File: src/imd_cfg_pkg.sv
//////////////////////////////
// Configuration of the multiply/divide unit.
// Default register width of the core.
// Width helpers for the HI/LO pair and the iteration counters.
//////////////////////////////
`default_nettype none

package imd_cfg_pkg;

	// Register width of the core.
	// The top level takes it as the default of WIDTH.
	parameter int REG_WIDTH = 32;

	// The HI/LO pair holds two registers side by side.
	// HI sits in the upper half.
	function automatic int unsigned hilo_width(input int unsigned width);
		return 2 * width;
	endfunction

	// Width of a counter that runs from width down to zero.
	// Shared by the iterative multiplier and divider.
	function automatic int unsigned cnt_width(input int unsigned width);
		return $clog2(width + 1);
	endfunction

endpackage

`default_nettype wire

File: src/imd_op_pkg.sv
//////////////////////////////
// Decoded operations of the multiply/divide unit.
// Operation code width and the operation enumeration.
//////////////////////////////
`default_nettype none

package imd_op_pkg;

	// Nine operations need four bits.
	parameter int IMDOP_WIDTH = 4;

	// Operation as handed over by the decode stage.
	typedef enum logic [IMDOP_WIDTH-1:0] {
		// No multiply/divide work.
		NOP  = 4'd0,
		// Move from HI to a register.
		MFHI = 4'd1,
		// Move from LO to a register.
		MFLO = 4'd2,
		// Move a register to HI.
		MTHI = 4'd3,
		// Move a register to LO.
		MTLO = 4'd4,
		// Signed multiply into HI/LO.
		MUL  = 4'd5,
		// Unsigned multiply into HI/LO.
		MULU = 4'd6,
		// Signed divide.
		// Remainder goes to HI and quotient to LO.
		DIV  = 4'd7,
		// Unsigned divide.
		DIVU = 4'd8
	} imd_op_t;

endpackage

`default_nettype wire

File: src/imd_long_mul.sv
//////////////////////////////
// Iterative shift-add multiplier.
// Signed or unsigned, one bit per cycle, double-width product.
//////////////////////////////
`timescale 1ns/1ps
`default_nettype none

module imd_long_mul #(
	parameter int WIDTH = imd_cfg_pkg::REG_WIDTH
) (
	input  logic                                         clk,
	input  logic                                         nrst,
	input  logic                                         i_start,
	input  logic                                         i_signd,
	input  logic [WIDTH-1:0]                             i_multiplicand,
	input  logic [WIDTH-1:0]                             i_multiplier,
	output logic                                         o_ready,
	output logic [imd_cfg_pkg::hilo_width(WIDTH)-1:0]    o_product
);

	localparam int CNT_W = imd_cfg_pkg::cnt_width(WIDTH);

	// Remaining shift-add steps.
	logic [CNT_W-1:0] cnt;
	// Multiplicand magnitude kept for the whole run.
	logic [WIDTH-1:0] mcand;
	// Result must be negated at the end.
	logic             neg;
	// Operand magnitudes at start.
	logic [WIDTH-1:0] mcand_mag;
	logic [WIDTH-1:0] mplier_mag;
	// Upper half plus the multiplicand, with carry.
	logic [WIDTH:0]   step_sum;

	// Two's complement magnitudes of signed operands.
	always_comb
	begin
		mcand_mag = i_multiplicand;
		mplier_mag = i_multiplier;
		if (i_signd && i_multiplicand[WIDTH-1])
			mcand_mag = -i_multiplicand;
		if (i_signd && i_multiplier[WIDTH-1])
			mplier_mag = -i_multiplier;
	end

	// Add the multiplicand when the current multiplier bit is set.
	assign step_sum = {1'b0, o_product[2*WIDTH-1:WIDTH]} +
		(o_product[0] ? {1'b0, mcand} : {(WIDTH+1){1'b0}});

	// Step counter and ready flag.
	// Ready drops on start and returns after WIDTH steps and the sign fix.
	always_ff @(posedge clk or negedge nrst)
	begin
		if (!nrst)
		begin
			cnt <= '0;
			o_ready <= 1'b1;
		end
		else if (i_start)
		begin
			cnt <= CNT_W'(WIDTH);
			o_ready <= 1'b0;
		end
		else if (cnt != '0)
		begin
			cnt <= cnt - 1'b1;
		end
		else
		begin
			o_ready <= 1'b1;
		end
	end

	// Product register.
	// Low half starts as the multiplier and shifts out one bit per step.
	always_ff @(posedge clk)
	begin
		if (i_start)
		begin
			mcand <= mcand_mag;
			o_product <= {{WIDTH{1'b0}}, mplier_mag};
			neg <= i_signd && (i_multiplicand[WIDTH-1] ^ i_multiplier[WIDTH-1]);
		end
		else if (cnt != '0)
		begin
			o_product <= {step_sum, o_product[WIDTH-1:1]};
		end
		else if (!o_ready && neg)
		begin
			// Signs differed so the product is negative.
			o_product <= -o_product;
		end
	end

endmodule

`default_nettype wire

File: src/imd_long_div.sv
//////////////////////////////
// Iterative restoring divider.
// Signed or unsigned with truncating MIPS sign rules.
// Result packs remainder high and quotient low.
//////////////////////////////
`timescale 1ns/1ps
`default_nettype none

module imd_long_div #(
	parameter int WIDTH = imd_cfg_pkg::REG_WIDTH
) (
	input  logic                                         clk,
	input  logic                                         nrst,
	input  logic                                         i_start,
	input  logic                                         i_signd,
	input  logic [WIDTH-1:0]                             i_dividend,
	input  logic [WIDTH-1:0]                             i_divisor,
	output logic                                         o_ready,
	output logic [imd_cfg_pkg::hilo_width(WIDTH)-1:0]    o_remquot
);

	localparam int CNT_W = imd_cfg_pkg::cnt_width(WIDTH);

	// Remaining shift-subtract steps.
	logic [CNT_W-1:0] cnt;
	// Divisor magnitude.
	logic [WIDTH-1:0] dvs;
	// Partial remainder.
	logic [WIDTH-1:0] rem;
	// Dividend bits shift out at the top, quotient bits shift in below.
	logic [WIDTH-1:0] quo;
	// Sign corrections applied after the last step.
	logic             quo_neg;
	logic             rem_neg;
	// Operand magnitudes at start.
	logic [WIDTH-1:0] dvd_mag;
	logic [WIDTH-1:0] dvs_mag;
	// Shifted remainder and trial subtraction.
	logic [WIDTH:0]   trial;
	logic [WIDTH:0]   diff;

	// Magnitudes of signed operands.
	always_comb
	begin
		dvd_mag = i_dividend;
		dvs_mag = i_divisor;
		if (i_signd && i_dividend[WIDTH-1])
			dvd_mag = -i_dividend;
		if (i_signd && i_divisor[WIDTH-1])
			dvs_mag = -i_divisor;
	end

	// Bring down the next dividend bit and try the subtraction.
	// A set top bit of diff means the divisor did not fit.
	assign trial = {rem, quo[WIDTH-1]};
	assign diff = trial - {1'b0, dvs};

	// Step counter and ready flag.
	always_ff @(posedge clk or negedge nrst)
	begin
		if (!nrst)
		begin
			cnt <= '0;
			o_ready <= 1'b1;
		end
		else if (i_start)
		begin
			cnt <= CNT_W'(WIDTH);
			o_ready <= 1'b0;
		end
		else if (cnt != '0)
		begin
			cnt <= cnt - 1'b1;
		end
		else
		begin
			o_ready <= 1'b1;
		end
	end

	// Remainder and quotient registers.
	always_ff @(posedge clk)
	begin
		if (i_start)
		begin
			rem <= '0;
			quo <= dvd_mag;
			dvs <= dvs_mag;
			quo_neg <= i_signd && (i_dividend[WIDTH-1] ^ i_divisor[WIDTH-1]);
			rem_neg <= i_signd && i_dividend[WIDTH-1];
		end
		else if (cnt != '0)
		begin
			if (!diff[WIDTH])
			begin
				// Divisor fits.
				rem <= diff[WIDTH-1:0];
				quo <= {quo[WIDTH-2:0], 1'b1};
			end
			else
			begin
				// Restore.
				rem <= trial[WIDTH-1:0];
				quo <= {quo[WIDTH-2:0], 1'b0};
			end
		end
		else if (!o_ready)
		begin
			// Quotient truncates toward zero.
			// Remainder follows the dividend sign.
			if (quo_neg)
				quo <= -quo;
			if (rem_neg)
				rem <= -rem;
		end
	end

	assign o_remquot = {rem, quo};

endmodule

`default_nettype wire

File: src/imd_hilo.sv
//////////////////////////////
// HI/LO register pair.
// Memory-stage staging of move-to values and the writeback write.
//////////////////////////////
`timescale 1ns/1ps
`default_nettype none

module imd_hilo #(
	parameter int WIDTH = imd_cfg_pkg::REG_WIDTH
) (
	input  logic                                         clk,
	input  logic                                         nrst,
	input  logic                                         i_advance,
	input  logic                                         i_nullify_mem,
	input  logic                                         i_nullify_wb,
	input  logic                                         i_mthi,
	input  logic                                         i_mtlo,
	input  logic [WIDTH-1:0]                             i_mt_val,
	input  logic                                         i_mul_done,
	input  logic [imd_cfg_pkg::hilo_width(WIDTH)-1:0]    i_mul_product,
	input  logic                                         i_div_done,
	input  logic [imd_cfg_pkg::hilo_width(WIDTH)-1:0]    i_div_remquot,
	output logic [imd_cfg_pkg::hilo_width(WIDTH)-1:0]    o_hilo
);

	// Move-to strobes and value held in the memory stage.
	logic             mem_mthi;
	logic             mem_mtlo;
	logic [WIDTH-1:0] mem_val;

	//////////////////////////////
	// Memory stage.
	//////////////////////////////

	// Strobes move on with the pipeline.
	// A memory-stage nullify drops them.
	always_ff @(posedge clk or negedge nrst)
	begin
		if (!nrst)
		begin
			mem_mthi <= 1'b0;
			mem_mtlo <= 1'b0;
		end
		else if (i_advance)
		begin
			mem_mthi <= i_mthi && !i_nullify_mem;
			mem_mtlo <= i_mtlo && !i_nullify_mem;
		end
	end

	// Value follows the strobes.
	always_ff @(posedge clk)
	begin
		if (i_advance)
			mem_val <= i_mt_val;
	end

	//////////////////////////////
	// Writeback stage.
	//////////////////////////////

	// Long results win over a move-to landing in the same cycle.
	always_ff @(posedge clk or negedge nrst)
	begin
		if (!nrst)
		begin
			o_hilo <= '0;
		end
		else if (i_mul_done)
		begin
			o_hilo <= i_mul_product;
		end
		else if (i_div_done)
		begin
			o_hilo <= i_div_remquot;
		end
		else if (i_advance && !i_nullify_wb)
		begin
			if (mem_mthi)
				o_hilo[2*WIDTH-1:WIDTH] <= mem_val;
			if (mem_mtlo)
				o_hilo[WIDTH-1:0] <= mem_val;
		end
	end

endmodule

`default_nettype wire

File: src/imd_ctrl.sv
//////////////////////////////
// Execute-stage control of the multiply/divide unit.
// Decode, interlock stall, operand capture and start pulses.
// Move-from results and move-to strobes.
//////////////////////////////
`timescale 1ns/1ps
`default_nettype none

module imd_ctrl #(
	parameter int WIDTH = imd_cfg_pkg::REG_WIDTH
) (
	input  logic                                         clk,
	input  logic                                         nrst,
	input  imd_op_pkg::imd_op_t                          i_op,
	input  logic [WIDTH-1:0]                             i_rs_val,
	input  logic [WIDTH-1:0]                             i_rt_val,
	input  logic                                         i_mem_stall,
	input  logic                                         i_fetch_stall,
	input  logic                                         i_nullify_execute,
	input  logic                                         i_mul_ready,
	input  logic                                         i_div_ready,
	input  logic [imd_cfg_pkg::hilo_width(WIDTH)-1:0]    i_hilo,
	output logic                                         o_exec_stall,
	output logic [WIDTH-1:0]                             o_rd_val,
	output logic                                         o_rd_valid,
	output logic [WIDTH-1:0]                             o_opa,
	output logic [WIDTH-1:0]                             o_opb,
	output logic                                         o_signd,
	output logic                                         o_mul_start,
	output logic                                         o_div_start,
	output logic                                         o_mthi,
	output logic                                         o_mtlo,
	output logic [WIDTH-1:0]                             o_mt_val,
	output logic                                         o_advance,
	output logic                                         o_mul_done,
	output logic                                         o_div_done
);

	// Decoded operation classes.
	logic is_mul;
	logic is_div;
	logic is_mf;
	logic is_mt;
	logic is_signed;
	// Operation needs HI/LO settled before it can go.
	logic interlock;
	// Long units running.
	logic mul_busy;
	logic div_busy;
	// Operation taken on this edge.
	logic accept;

	//////////////////////////////
	// Decode and stall.
	//////////////////////////////

	always_comb
	begin
		is_mul = (i_op == imd_op_pkg::MUL) || (i_op == imd_op_pkg::MULU);
		is_div = (i_op == imd_op_pkg::DIV) || (i_op == imd_op_pkg::DIVU);
		is_mf = (i_op == imd_op_pkg::MFHI) || (i_op == imd_op_pkg::MFLO);
		is_mt = (i_op == imd_op_pkg::MTHI) || (i_op == imd_op_pkg::MTLO);
		is_signed = (i_op == imd_op_pkg::MUL) || (i_op == imd_op_pkg::DIV);
		interlock = is_mf || is_mul || is_div;
	end

	// Own stall only when no outside stall holds the pipe.
	assign o_exec_stall = !i_mem_stall && !i_fetch_stall && (mul_busy || div_busy) && interlock;
	assign o_advance = !(o_exec_stall || i_mem_stall || i_fetch_stall);
	assign accept = o_advance && !i_nullify_execute;

	// Busy flag falls when ready is back and the start pulse is gone.
	// HI/LO takes the result on that same edge.
	assign o_mul_done = mul_busy && !o_mul_start && i_mul_ready;
	assign o_div_done = div_busy && !o_div_start && i_div_ready;

	//////////////////////////////
	// Long operation control.
	//////////////////////////////

	always_ff @(posedge clk or negedge nrst)
	begin
		if (!nrst)
		begin
			mul_busy <= 1'b0;
			div_busy <= 1'b0;
			o_mul_start <= 1'b0;
			o_div_start <= 1'b0;
			o_signd <= 1'b0;
		end
		else
		begin
			// One-cycle pulses.
			o_mul_start <= accept && is_mul;
			o_div_start <= accept && is_div;
			if (accept && (is_mul || is_div))
				o_signd <= is_signed;
			if (accept && is_mul)
				mul_busy <= 1'b1;
			else if (o_mul_done)
				mul_busy <= 1'b0;
			if (accept && is_div)
				div_busy <= 1'b1;
			else if (o_div_done)
				div_busy <= 1'b0;
		end
	end

	// Operands for whichever long unit starts next.
	always_ff @(posedge clk)
	begin
		if (accept && (is_mul || is_div))
		begin
			o_opa <= i_rs_val;
			o_opb <= i_rt_val;
		end
		if (accept && is_mt)
			o_mt_val <= i_rs_val;
	end

	//////////////////////////////
	// Move-from and move-to.
	//////////////////////////////

	// Result valid lasts until the next advancing edge.
	// Strobes hand the move-to over to the memory stage.
	always_ff @(posedge clk or negedge nrst)
	begin
		if (!nrst)
		begin
			o_rd_valid <= 1'b0;
			o_rd_val <= '0;
			o_mthi <= 1'b0;
			o_mtlo <= 1'b0;
		end
		else
		begin
			if (o_advance)
			begin
				o_rd_valid <= accept && is_mf;
				o_mthi <= accept && (i_op == imd_op_pkg::MTHI);
				o_mtlo <= accept && (i_op == imd_op_pkg::MTLO);
			end
			if (accept && is_mf)
			begin
				if (i_op == imd_op_pkg::MFHI)
					o_rd_val <= i_hilo[2*WIDTH-1:WIDTH];
				else
					o_rd_val <= i_hilo[WIDTH-1:0];
			end
		end
	end

endmodule

`default_nettype wire

File: src/imd_unit.sv
//////////////////////////////
// Top level of the multiply/divide unit.
// Control, multiplier, divider and HI/LO pair.
//////////////////////////////
`timescale 1ns/1ps
`default_nettype none

module imd_unit #(
	parameter int WIDTH = imd_cfg_pkg::REG_WIDTH
) (
	input  logic                   clk,
	input  logic                   nrst,
	input  imd_op_pkg::imd_op_t    i_op,
	input  logic [WIDTH-1:0]       i_rs_val,
	input  logic [WIDTH-1:0]       i_rt_val,
	input  logic                   i_mem_stall,
	input  logic                   i_fetch_stall,
	input  logic                   i_nullify_execute,
	input  logic                   i_nullify_mem,
	input  logic                   i_nullify_wb,
	output logic                   o_exec_stall,
	output logic [WIDTH-1:0]       o_rd_val,
	output logic                   o_rd_valid
);

	localparam int HW = imd_cfg_pkg::hilo_width(WIDTH);

	// Long unit operands and control.
	logic [WIDTH-1:0] opa;
	logic [WIDTH-1:0] opb;
	logic             signd;
	logic             mul_start;
	logic             div_start;
	logic             mul_ready;
	logic             div_ready;
	logic [HW-1:0]    mul_product;
	logic [HW-1:0]    div_remquot;
	// HI/LO path.
	logic             mthi;
	logic             mtlo;
	logic [WIDTH-1:0] mt_val;
	logic             advance;
	logic             mul_done;
	logic             div_done;
	logic [HW-1:0]    hilo;

	imd_ctrl #(
		.WIDTH (WIDTH)
	) u_ctrl (
		.clk               (clk),
		.nrst              (nrst),
		.i_op              (i_op),
		.i_rs_val          (i_rs_val),
		.i_rt_val          (i_rt_val),
		.i_mem_stall       (i_mem_stall),
		.i_fetch_stall     (i_fetch_stall),
		.i_nullify_execute (i_nullify_execute),
		.i_mul_ready       (mul_ready),
		.i_div_ready       (div_ready),
		.i_hilo            (hilo),
		.o_exec_stall      (o_exec_stall),
		.o_rd_val          (o_rd_val),
		.o_rd_valid        (o_rd_valid),
		.o_opa             (opa),
		.o_opb             (opb),
		.o_signd           (signd),
		.o_mul_start       (mul_start),
		.o_div_start       (div_start),
		.o_mthi            (mthi),
		.o_mtlo            (mtlo),
		.o_mt_val          (mt_val),
		.o_advance         (advance),
		.o_mul_done        (mul_done),
		.o_div_done        (div_done)
	);

	// Rs is the multiplicand and the dividend.
	imd_long_mul #(
		.WIDTH (WIDTH)
	) u_mul (
		.clk            (clk),
		.nrst           (nrst),
		.i_start        (mul_start),
		.i_signd        (signd),
		.i_multiplicand (opa),
		.i_multiplier   (opb),
		.o_ready        (mul_ready),
		.o_product      (mul_product)
	);

	imd_long_div #(
		.WIDTH (WIDTH)
	) u_div (
		.clk        (clk),
		.nrst       (nrst),
		.i_start    (div_start),
		.i_signd    (signd),
		.i_dividend (opa),
		.i_divisor  (opb),
		.o_ready    (div_ready),
		.o_remquot  (div_remquot)
	);

	imd_hilo #(
		.WIDTH (WIDTH)
	) u_hilo (
		.clk           (clk),
		.nrst          (nrst),
		.i_advance     (advance),
		.i_nullify_mem (i_nullify_mem),
		.i_nullify_wb  (i_nullify_wb),
		.i_mthi        (mthi),
		.i_mtlo        (mtlo),
		.i_mt_val      (mt_val),
		.i_mul_done    (mul_done),
		.i_mul_product (mul_product),
		.i_div_done    (div_done),
		.i_div_remquot (div_remquot),
		.o_hilo        (hilo)
	);

endmodule

`default_nettype wire

File: config.mk
export PLATFORM = sky130hd
export DESIGN_NAME = imd_unit
export DESIGN_NICKNAME = d
export VERILOG_FILES = /design/src/imd_cfg_pkg.sv /design/src/imd_op_pkg.sv /design/src/imd_long_mul.sv /design/src/imd_long_div.sv /design/src/imd_hilo.sv /design/src/imd_ctrl.sv /design/src/imd_unit.sv
export SDC_FILE = /design/constraint.sdc
export NUM_CORES = 1
export LEC_CHECK = 0
export ABC_CLOCK_PERIOD_IN_PS = 6300
export BUFFER_PORTS_ARGS = -buffer_cell sky130_fd_sc_hd__buf_2
export CAP_MARGIN = 0
export CORE_MARGIN = 2
export CORE_UTILIZATION = 55
export DETAILED_ROUTE_END_ITERATION = 7
export HOLD_SLACK_MARGIN = 0.03
export PLACE_DENSITY = 0.78
export SLEW_MARGIN = 10
export SYNTH_ARGS = -nofsm -noshare
export SYNTH_HDL_FRONTEND = slang
export SYNTH_SLANG_ARGS = --single-unit
File: constraint.sdc
create_clock -name clk -period 6.3 [get_ports clk]
set_clock_uncertainty 0.2 [all_clocks]
set_input_delay 0 -clock clk [delete_from_list [all_inputs] [get_ports clk]]
set_output_delay 0 -clock clk [all_outputs]
set_load 0.03 [all_outputs]
# Word level (Yosys, flattened, before mapping)
# Index checks and enable logic that the tools add are counted.
[totals] ff_bits=443 output_inout_bits=34 elab_cells=144 inputBits=75
[op_classes] bitwise_logic=1 n_mux=33 n_reduce_logical=59 n_addsub=9 eq_ne=12
[op_table] operator="$mux W32" count=15
[op_table] operator="$mux W64" count=5
[op_table] operator="$neg A32 Y32" count=4
[op_table] operator="$neg A64 Y64" count=1
[op_table] operator="$add A32 B33 Y33" count=1
[op_table] operator="$sub A33 B32 Y33" count=1
[op_table] operator="$mux W6" count=4
[op_table] operator="$logic_and A1 B1 Y1" count=22
[op_table] operator="$eq A4 B3 Y1 const B" count=4
[op_table] operator="$reduce_bool A3 Y1" count=5
[op_table] operator="$reduce_bool A2 Y1" count=6
[op_table] operator="$reduce_bool A6 Y1" count=2
[op_table] operator="$sub A6 B1 Y6 const B" count=2
[op_table] operator="$logic_or A1 B1 Y1" count=11
[op_table] operator="$logic_not A1 Y1" count=9
[op_table] operator="$mux W1" count=9
[op_table] operator="$eq A4 B2 Y1 const B" count=2
[op_table] operator="$reduce_and A2 Y1" count=4
[op_table] operator="$ne A2 B2 Y1 const B" count=3
[op_table] operator="$eq A4 B1 Y1 const B" count=1
[op_table] operator="$eq A4 B4 Y1 const B" count=1
[op_table] operator="$ne A3 B3 Y1 const B" count=1
[op_table] operator="$xor A1 B1 Y1" count=1

# Longest topological paths before layout
# Gate-level depths: netlist of run 1.
[depth] depth_word=12 depth_mapped=14 mapped_depth_nobuf=12

# By module
# From an unflattened synthesis of run 1, not the netlist that was laid out.
[unflattened] cells_unflattened=2667 hier_area_um2=26399.1
[by_module_without_submodules] module="imd_long_div" instances=1 seq_area_each_um2=2798.9 area_each_um2=8694.6 cells_per_inst=1072
[by_module_without_submodules] module="imd_long_mul" instances=1 seq_area_each_um2=2768.9 area_each_um2=8505.7 cells_per_inst=978
[by_module_without_submodules] module="imd_ctrl" instances=1 seq_area_each_um2=3883.7 area_each_um2=4834.6 cells_per_inst=287
[by_module_without_submodules] module="imd_hilo" instances=1 seq_area_each_um2=2612.5 area_each_um2=4364.2 cells_per_inst=330

# Worst setup path before layout of run 1
# No wires, ideal clock.
[synth_timing] path_type="input-to-reg" start="in i_op[1]" end="reg u_ctrl.o_mt_val[0] (enable)" slack_ns=1.374 t_arrival_ns=4.221 n_path_buf=2 path_stages=8 path_cell_list="clkbuf_1 inv_1 o21ai_0 a21oi_1 o221ai_1 nand2_1 clkbuf_1 nor4_1"
[synth_between] elab_chain_len=10 word_cells_on_any_way=20 cone_classes="eq/ne (8); reduce/logical (12)"
[synth_lines] item="from (decl)" line_no="imd_unit.sv:13" source="input imd_op_pkg::imd_op_t i_op,"
[synth_lines] item="$eq A4 B1 Y1, or another cell as far along" line_no="imd_ctrl.sv:61" source="is_mf = (i_op == imd_op_pkg::MFHI) || (i_op == imd_op_pkg::MFLO);"
[synth_lines] item="$logic_or A1 B1 Y1 (on tied branches)" line_no="imd_ctrl.sv:61, imd_ctrl.sv:59"
[synth_lines] item="$logic_or A1 B1 Y1 (2 in a row)" line_no="imd_ctrl.sv:64" source="interlock = is_mf || is_mul || is_div;"
[synth_lines] item="$logic_and A1 B1 Y1" line_no="imd_ctrl.sv:68" source="assign o_exec_stall = !i_mem_stall && !i_fetch_stall && (mul_busy || div_busy) && interlock;"
[synth_lines] item="$logic_or A1 B1 Y1 (2 in a row)" line_no="imd_ctrl.sv:69" source="assign o_advance = !(o_exec_stall || i_mem_stall || i_fetch_stall);"
[synth_lines] item="$logic_not A1 Y1" line_no="imd_ctrl.sv:69"
[synth_lines] item="$logic_and A1 B1 Y1" line_no="imd_ctrl.sv:70" source="assign accept = o_advance && !i_nullify_execute;"
[synth_lines] item="$logic_and A1 B1 Y1 (*)" line_no="imd_ctrl.sv:117" source="if (accept && is_mt)"
[synth_lines] item="to (signal assigned)" line_no="imd_ctrl.sv:118" source="o_mt_val <= i_rs_val;"
[synth_lines] item="to (decl)" line_no="imd_ctrl.sv:33" source="output logic [WIDTH-1:0] o_mt_val,"
# Mark *: on every way between the ends. The rest lies on a longest branch, timed or not.
# A chain may end at the register's enable or synchronous reset.

# Worst setup path in the final report of run 1
[layout_timing] start="reg u_mul.o_product[0] (netlist name)" end="reg u_mul.o_product[63] (netlist name)"
[layout_between] elab_chain_len=3 word_cells_on_any_way=5 cone_classes="add/sub (2); mux (3)"
[layout_lines] item="from (decl)" line_no="imd_long_mul.sv:18" source="output logic [imd_cfg_pkg::hilo_width(WIDTH)-1:0] o_product"
[layout_lines] item="from (signal assigned)" line_no="imd_long_mul.sv:81" source="o_product <= {{WIDTH{1'b0}}, mplier_mag};"
[layout_lines] item="from (signal assigned)" line_no="imd_long_mul.sv:86" source="o_product <= {step_sum, o_product[WIDTH-1:1]};"
[layout_lines] item="from (signal assigned)" line_no="imd_long_mul.sv:91" source="o_product <= -o_product;"
[layout_lines] item="$neg A64 Y64 / $mux W32 (equally long branches)" line_no="imd_long_mul.sv:91, imd_long_mul.sv:48"
[layout_lines] item="$mux W64 / $add A32 B33 Y33 (equally long branches)" line_no="imd_long_mul.sv:88, imd_long_mul.sv:47"
[layout_lines] item="$mux W64 (*)" line_no="imd_long_mul.sv:84" source="else if (cnt != '0)"
# Mark *: on every way between the ends. The rest lies on a longest branch, timed or not. The select of a mux whose other input is x is not followed.

==> results of run 1 <==
worst max-delay path, stage by stage (launching register included):
cell and delay, ns:
edfxtp_1 0.78, and2_1 0.31, ha_1 0.21, fa_1 0.43, a211oi_1 0.31, o21bai_1 0.14
o22ai_1 0.39, a32oi_1 0.25, a31o_2 0.30, a21oi_1 0.31, o21bai_1 0.18, a2111oi_0 0.42
a2111oi_0 0.12
metrics by stage:
stage | cells | utilization, % | area [um2] | hold WS (ns) | power, uW
final | 3407 | 65.0 | 28800 | 0.104 | 12900
after global routing | 3406 | 64.9 | 28800 | 0.128 | 13700
after CTS | 3405 | 64.9 | 28800 | 0.0491 | 12800
after detailed placement | 3174 | 58.1 | 25700 | -0.0214 | 9890
after global placement | 3174 | 58.1 | 25700 | -0.0311 | 9690
after floorplan | 2593 | - | 24700 | -0.496 | 8500
layout make-up:
class / count / area share (%)
Tap cell: 592 / 2.57
Clock inverter: 22 / 0.869
Antenna cell: 2 / 0.0174
Inverter: 75 / 0.978
Timing Repair Buffer: 275 / 7.62
Multi-Input combinational cell: 1935 / 41.4
Sequential cell: 443 / 41.9
Clock buffer: 63 / 4.59
power by group:
| group | switching [uW] | internal, uW |
|---|---|---|
| sequential | 1110 | 4000 |
| combinational | 2780 | 2180 |
| clock | 1190 | 1680 |
| total | 5080 | 7860 |
final timing paths:
path / slack [ns] / start / to
worst max-delay path: 1.78 / u_mul.o_product[0] / u_mul.o_product[63]
worst min-delay path: 0.10 / i_nullify_mem / u_hilo.mem_mthi
worst max register to register: 1.78 / u_mul.o_product[0] / u_mul.o_product[63]
worst min register to register: 0.21 / u_ctrl.o_mt_val[22] / u_hilo.mem_val[22]
max in group asynchronous: 4.86 / nrst / u_ctrl.o_rd_val[18]
min in group asynchronous: 0.31 / nrst / u_mul.o_ready
per-layer routing:
metal	part of all wire, %	up-vias
met2	44	1114
li1	-	9702
met4	4.2	4
met3	11	174
met1	41	10100
met5	0.041	-
kinds of logic (layout without fill, tap and decap cells):
group | count (synthesis) | in the layout | synth area share (%)
AOI/OAI and AO/OA | 756 | 756 | 18.2
muxes | 65 | 65 | 2.67
adders and majority gates | 73 | 73 | 3.75
and+or+nand+nor | 833 | 833 | 15.8
buffers and inverters | 215 | 435 | 3.35
other | 0 | 2 | 0
xor gates and xnor gates | 208 | 208 | 7.37
DFF | 443 | 443 | 48.8
cell usage in the layout, fill, tap and decap left out, types with 22 or more instances in the layout:
cell and n:
a211oi_1 37, a21o_1 49, a21oi_1 281, a31oi_1 22
and2_1 44, buf_2 107, clkbuf_16 50, dfrtp_1 116
dfxtp_1 64, dlygate4sd3_1 145, edfxtp_1 259, ha_1 71
inv_1 74, mux2i_1 57, nand2_1 264, nand2b_1 27
nor2_1 260, nor2b_1 47, nor3_1 48, nor4_1 23
o211ai_1 23, o21ai_0 210, o22ai_1 25, or3_1 24
xnor2_1 108, xor2_1 100
==> flow_summary.yaml, run 1 <==
run_status:
  status: "finished clean"
routing:
  postRouteAntennaNets: 0
  routed_wl_um: 75200
  dr.first_iter.drc_count: 2832
  drt_pass1_iterations: 5
  num_vias: 21100
  wire_per_inst_um: 22.1
  drt-vias-per-instance: 6.19
  drc: 0
floorplanning:
  num_rows: 77
  io_pins: 109
  initial_core_util_pct: 55.8
  die_h_um: 216
  fp.dieW_um: 216
  core_um2: 44300
  design.die.area_um2: 46700
cts:
  cts-root-buf: "clkbuf_16"
  htree_num_levels: 2
  cts.sinks: 443
  hold_buffers: 146
  clk_pin_slew_ns: 0.06
  cts_buffer_depth: 3
  cts_tree: "built"
  clock_latency_ns: 0.59
  cts_setup_buffers: 0
  cts_resized: 0
  cts_made_buffers: 48
power_and_ir_drop:
  ir_drop_mv: 0.272
  power_density_nw_per_um2: 450
  leakagePower_uw: 0.0116
synth:
  synth_area_leaders: "edfxtp_1 31%, dfrtp_1 12%, a21oi_1 5.7%"
  synthesis.nets: 2741
  synth_area_leader_cell: "edfxtp_1"
  postSynthAreaPerCell_um2: 9.54
  syn_inst: 2593
  syn_area_um2: 24700
  async_flop_share_pct: 27.1
  ys_ff_latch: 443
  ys.flop_type: "edfxtp_1"
  synth-warning-count: 0
  yosysTopAreaCellShare_pct: 31.5
  synth-edff-count: 259
  yosys-top-cells-count: "281 x a21oi_1, 265 x nand2_1, 262 x nor2_1"
  synth.most_common_cell: "a21oi_1"
  yosysSeqAreaShare_pct: 48.8
  ys_types: 74
timing:
  rsz0062_at_grt: "no"
  slew_violations: 0
  hold_viol_final: 0
  finalCritPeriodShare_pct: 71.8
  fmax_ghz: 0.221
  setup_slack_ns: 1.78
  min_period_ns: 4.52
  worstMarginPinSlew_ns: 1.15
  slew_headroom_pct: 23.1
  fin_setup_tns_ns: 0
  setup_viol: 0
worst_setup_path:
  start_kind: "flip-flop"
  worstPathArrival_ns: 4.74
  path_class: "reg -> reg"
  reg2regPathDepth: 12
  cp.required_ns: 6.52
  worst_setup_path_end_kind: "flip-flop"
  crit_path_max_fanout: 36
layout:
  area_growth_pct: 16.4
  fillerInstances: 3504
  seq_area_um2: 12100
  nets: 2926
  reg_top3: "u_hilo.o_hilo (64), u_mul.o_product (64)"
  drive_gt1_share_pct: 8.82
  multi_input_area_um2: 11900
placement:
  gp_congestion: 0.968
  io_buffers: 108
  pre_cts_slack_ns: 2.00
  dpl.hpwl_um: 52700
flow_run:
  cap_violations: 0
global_route:
  use_met2_pct: 48.5
  grt_pass1_wl_um: 115000
  gr-total-overflow: 0
  grt.total_usage_pct: 31.9
  grt_start_max_net_pins: 99
  met1_usage_pct: 44.0
  grt_busiest_layer: "met2"
  use_met3_pct: 7.60
  first_global_vias: 20100
  antenna_found_initial: 4
worst_hold_path:
  holdCritPathClass: "in -> reg"
  whs_path_depth: 4
Power figures use the tool's default switching activity.
==> run 2, diff against run 1 <==
--- a/config.mk
+++ b/config.mk
@@ -5,7 +5,7 @@
 export SDC_FILE = /design/constraint.sdc
 export NUM_CORES = 1
 export LEC_CHECK = 0
-export ABC_CLOCK_PERIOD_IN_PS = 6300
+export ABC_CLOCK_PERIOD_IN_PS = 4600
 export BUFFER_PORTS_ARGS = -buffer_cell sky130_fd_sc_hd__buf_2
 export CAP_MARGIN = 0
 export CORE_MARGIN = 2
==> constraint.sdc (replaced) <==
create_clock -name clk -period 4.6 [get_ports clk]
set_clock_uncertainty 0.2 [all_clocks]
set_input_delay 0 -clock clk [delete_from_list [all_inputs] [get_ports clk]]
set_output_delay 0 -clock clk [all_outputs]
set_load 0.03 [all_outputs]
==> run 2 against run 1 <==
  * First-iteration DRC count down 1.7%
  * Critical endpoint is now u_div.rem[31]
  * Die area unchanged
  * Highest routed layer unchanged
  * Cell area up 0.47%
  * Hold slack worse by 0.043 ns
==> flow_summary.yaml, run 2 (synthesis gave the netlist of run 1 again) <==
timing:
  slew_headroom_pct: 23.3
  finalCritPeriodShare_pct: 93.2
  slew_violations: 0
  hold_slack_ns: 0.0609
  worstMarginPinSlew_ns: 1.15
  fmax_ghz: 0.233
  hold_viol_final: 0
  fin_setup_tns_ns: 0
  setup_viol: 0
  rsz0062_at_grt: "no"
  min_period_ns: 4.29
routing:
  drc: 0
  wire_per_inst_um: 21.9
  postRouteAntennaNets: 0
  dr.first_iter.drc_count: 2785
  drt-vias-per-instance: 6.15
  drt_pass1_iterations: 6
  num_vias: 21100
  routed_wl_um: 75000
floorplanning:
  design.die.area_um2: 46700
  num_rows: 77
  io_pins: 109
  initial_core_util_pct: 55.8
  die_h_um: 216
  core_um2: 44300
  fp.dieW_um: 216
layout:
  mostFrequentLayoutCells: "281 x a21oi_1, 264 x nand2_1, 260 x nor2_1, 259 x edfxtp_1, 210 x o21ai_0"
  layout.cells.non_filler: 3422
  final_area_um2: 28900
  nets: 2938
  area_growth_pct: 17.0
  final_common_cell: "a21oi_1"
  reg_top3: "u_hilo.o_hilo (64), u_mul.o_product (64)"
  drive_gt1_share_pct: 9.26
  fillerInstances: 3482
power_and_ir_drop:
  ir_drop_mv: 0.423
  power.internal_uw: 10800
  p_sw_share_pct: 39.4
  pwr-share-comb_pct: 38.8
  power_frac_seq_pct: 39.3
  p_total_uw: 17800
  leakagePower_uw: 0.0117
  p_clk_share_pct: 21.9
  power_density_nw_per_um2: 617
  switching_power_uw: 7030
global_route:
  grt_busiest_layer: "met2"
  use_met3_pct: 6.38
  grt.total_usage_pct: 31.8
  gr-total-overflow: 0
  grt_start_max_net_pins: 91
  use_met2_pct: 47.9
  first_global_vias: 19900
  met1_usage_pct: 44.6
  antenna_found_initial: 3
  grt_pass1_wl_um: 114000
placement:
  dp.cells: 3187
  io_buffers: 108
  dpl_cell_area_um2: 25900
  dpl.hpwl_um: 53500
  gp_congestion: 0.981
cts:
  cts_made_buffers: 47
  cts_tree: "built"
  cts_buffer_depth: 3
  cts_resized: 0
  clk_pin_slew_ns: 0.06
  cts_setup_buffers: 0
  cts.sinks: 443
  cts-root-buf: "clkbuf_16"
  htree_num_levels: 2
  clock_latency_ns: 0.60
worst_setup_path:
  worstPathArrival_ns: 4.53
  path_class: "reg -> reg"
  crit_path_max_fanout: 40
  cp.required_ns: 4.84
  worst_setup_path_end_kind: "flip-flop"
  start_kind: "flip-flop"
flow_run:
  cap_violations: 0
run_status:
  status: "finished clean"
worst_hold_path:
  holdCritPathClass: "in -> reg"
-- run 2: per-layer routing --
metal  up-vias  share of wire, %
li1       9730                 -
met1     10000                42
met2      1115                44
met3       165                10
met4         2               4.4
met5         -             0.019
-- run 2: path summary, 6_finish.rpt --
check / start / end / slack [ns] / cells past startpoint
worst max-delay path: u_div.quo[31] / u_div.rem[31] / 0.31 / 13
worst min-delay path: i_nullify_execute / u_ctrl.o_div_start / 0.06 / 3
worst max register to register: u_div.quo[31] / u_div.rem[31] / 0.31 / 13
worst min register to register: u_ctrl.o_mt_val[1] / u_hilo.mem_val[1] / 0.22 / 0
max in group asynchronous: nrst / u_div.cnt[3] / 3.22 / 4
min in group asynchronous: nrst / u_mul.o_ready / 0.28 / 3
-- run 2: metrics by stage --
step           setup slack (ns)  utilization [%]
2_1_floorplan             0.973                -
3_3_place_gp              0.543             58.4
3_5_place_dp              0.444             58.4
4_1_cts                   0.428             65.2
5_1_grt                  0.0934             65.2
6_report                  0.311             65.3
-- run 2: timing repair --
action | 4_1_cts | 5_1_grt
hold buffers | 146 | 0
endpoints found under the setup margin | 0 | 0
endpoints found under the hold margin | 212 | 0
-- run 2: layout make-up --
class / instances / area [um2] / area share (%)
tap: 592 / 741 / 2.56
inverter: 75 / 282 / 0.973
sequential: 443 / 12100 / 41.7
clock buffer: 62 / 1310 / 4.51
clock inverter: 25 / 272 / 0.939
timing repair buffer: 288 / 2310 / 8.00
antenna: 2 / 5.00 / 0.0173
multi-input combinational: 1935 / 11900 / 41.3
-- run 2: power groups by stage --
stage | Combinational (uW) | Sequential [uW] | Clock (uW)
floorplan | 5100 | 6540 | 0
global placement | 6440 | 6960 | 0
detailed placement | 6660 | 7020 | 0
CTS | 6810 | 6950 | 3920
global route | 7610 | 7110 | 4070
finish | 6930 | 7010 | 3900
-- run 2: critical path, cell delays in order (launching register included) --
cell and delay, ns:
edfxtp_1 0.43, inv_1 0.07, ha_1 0.22, fa_1 0.42
nand2b_1 0.19, a21oi_1 0.26, o2111ai_1 0.28, a211oi_1 0.58
nor4_1 0.18, a2111oi_4 0.42, buf_12 0.30, mux2_2 0.38
mux2i_1 0.14, a311oi_1 0.06
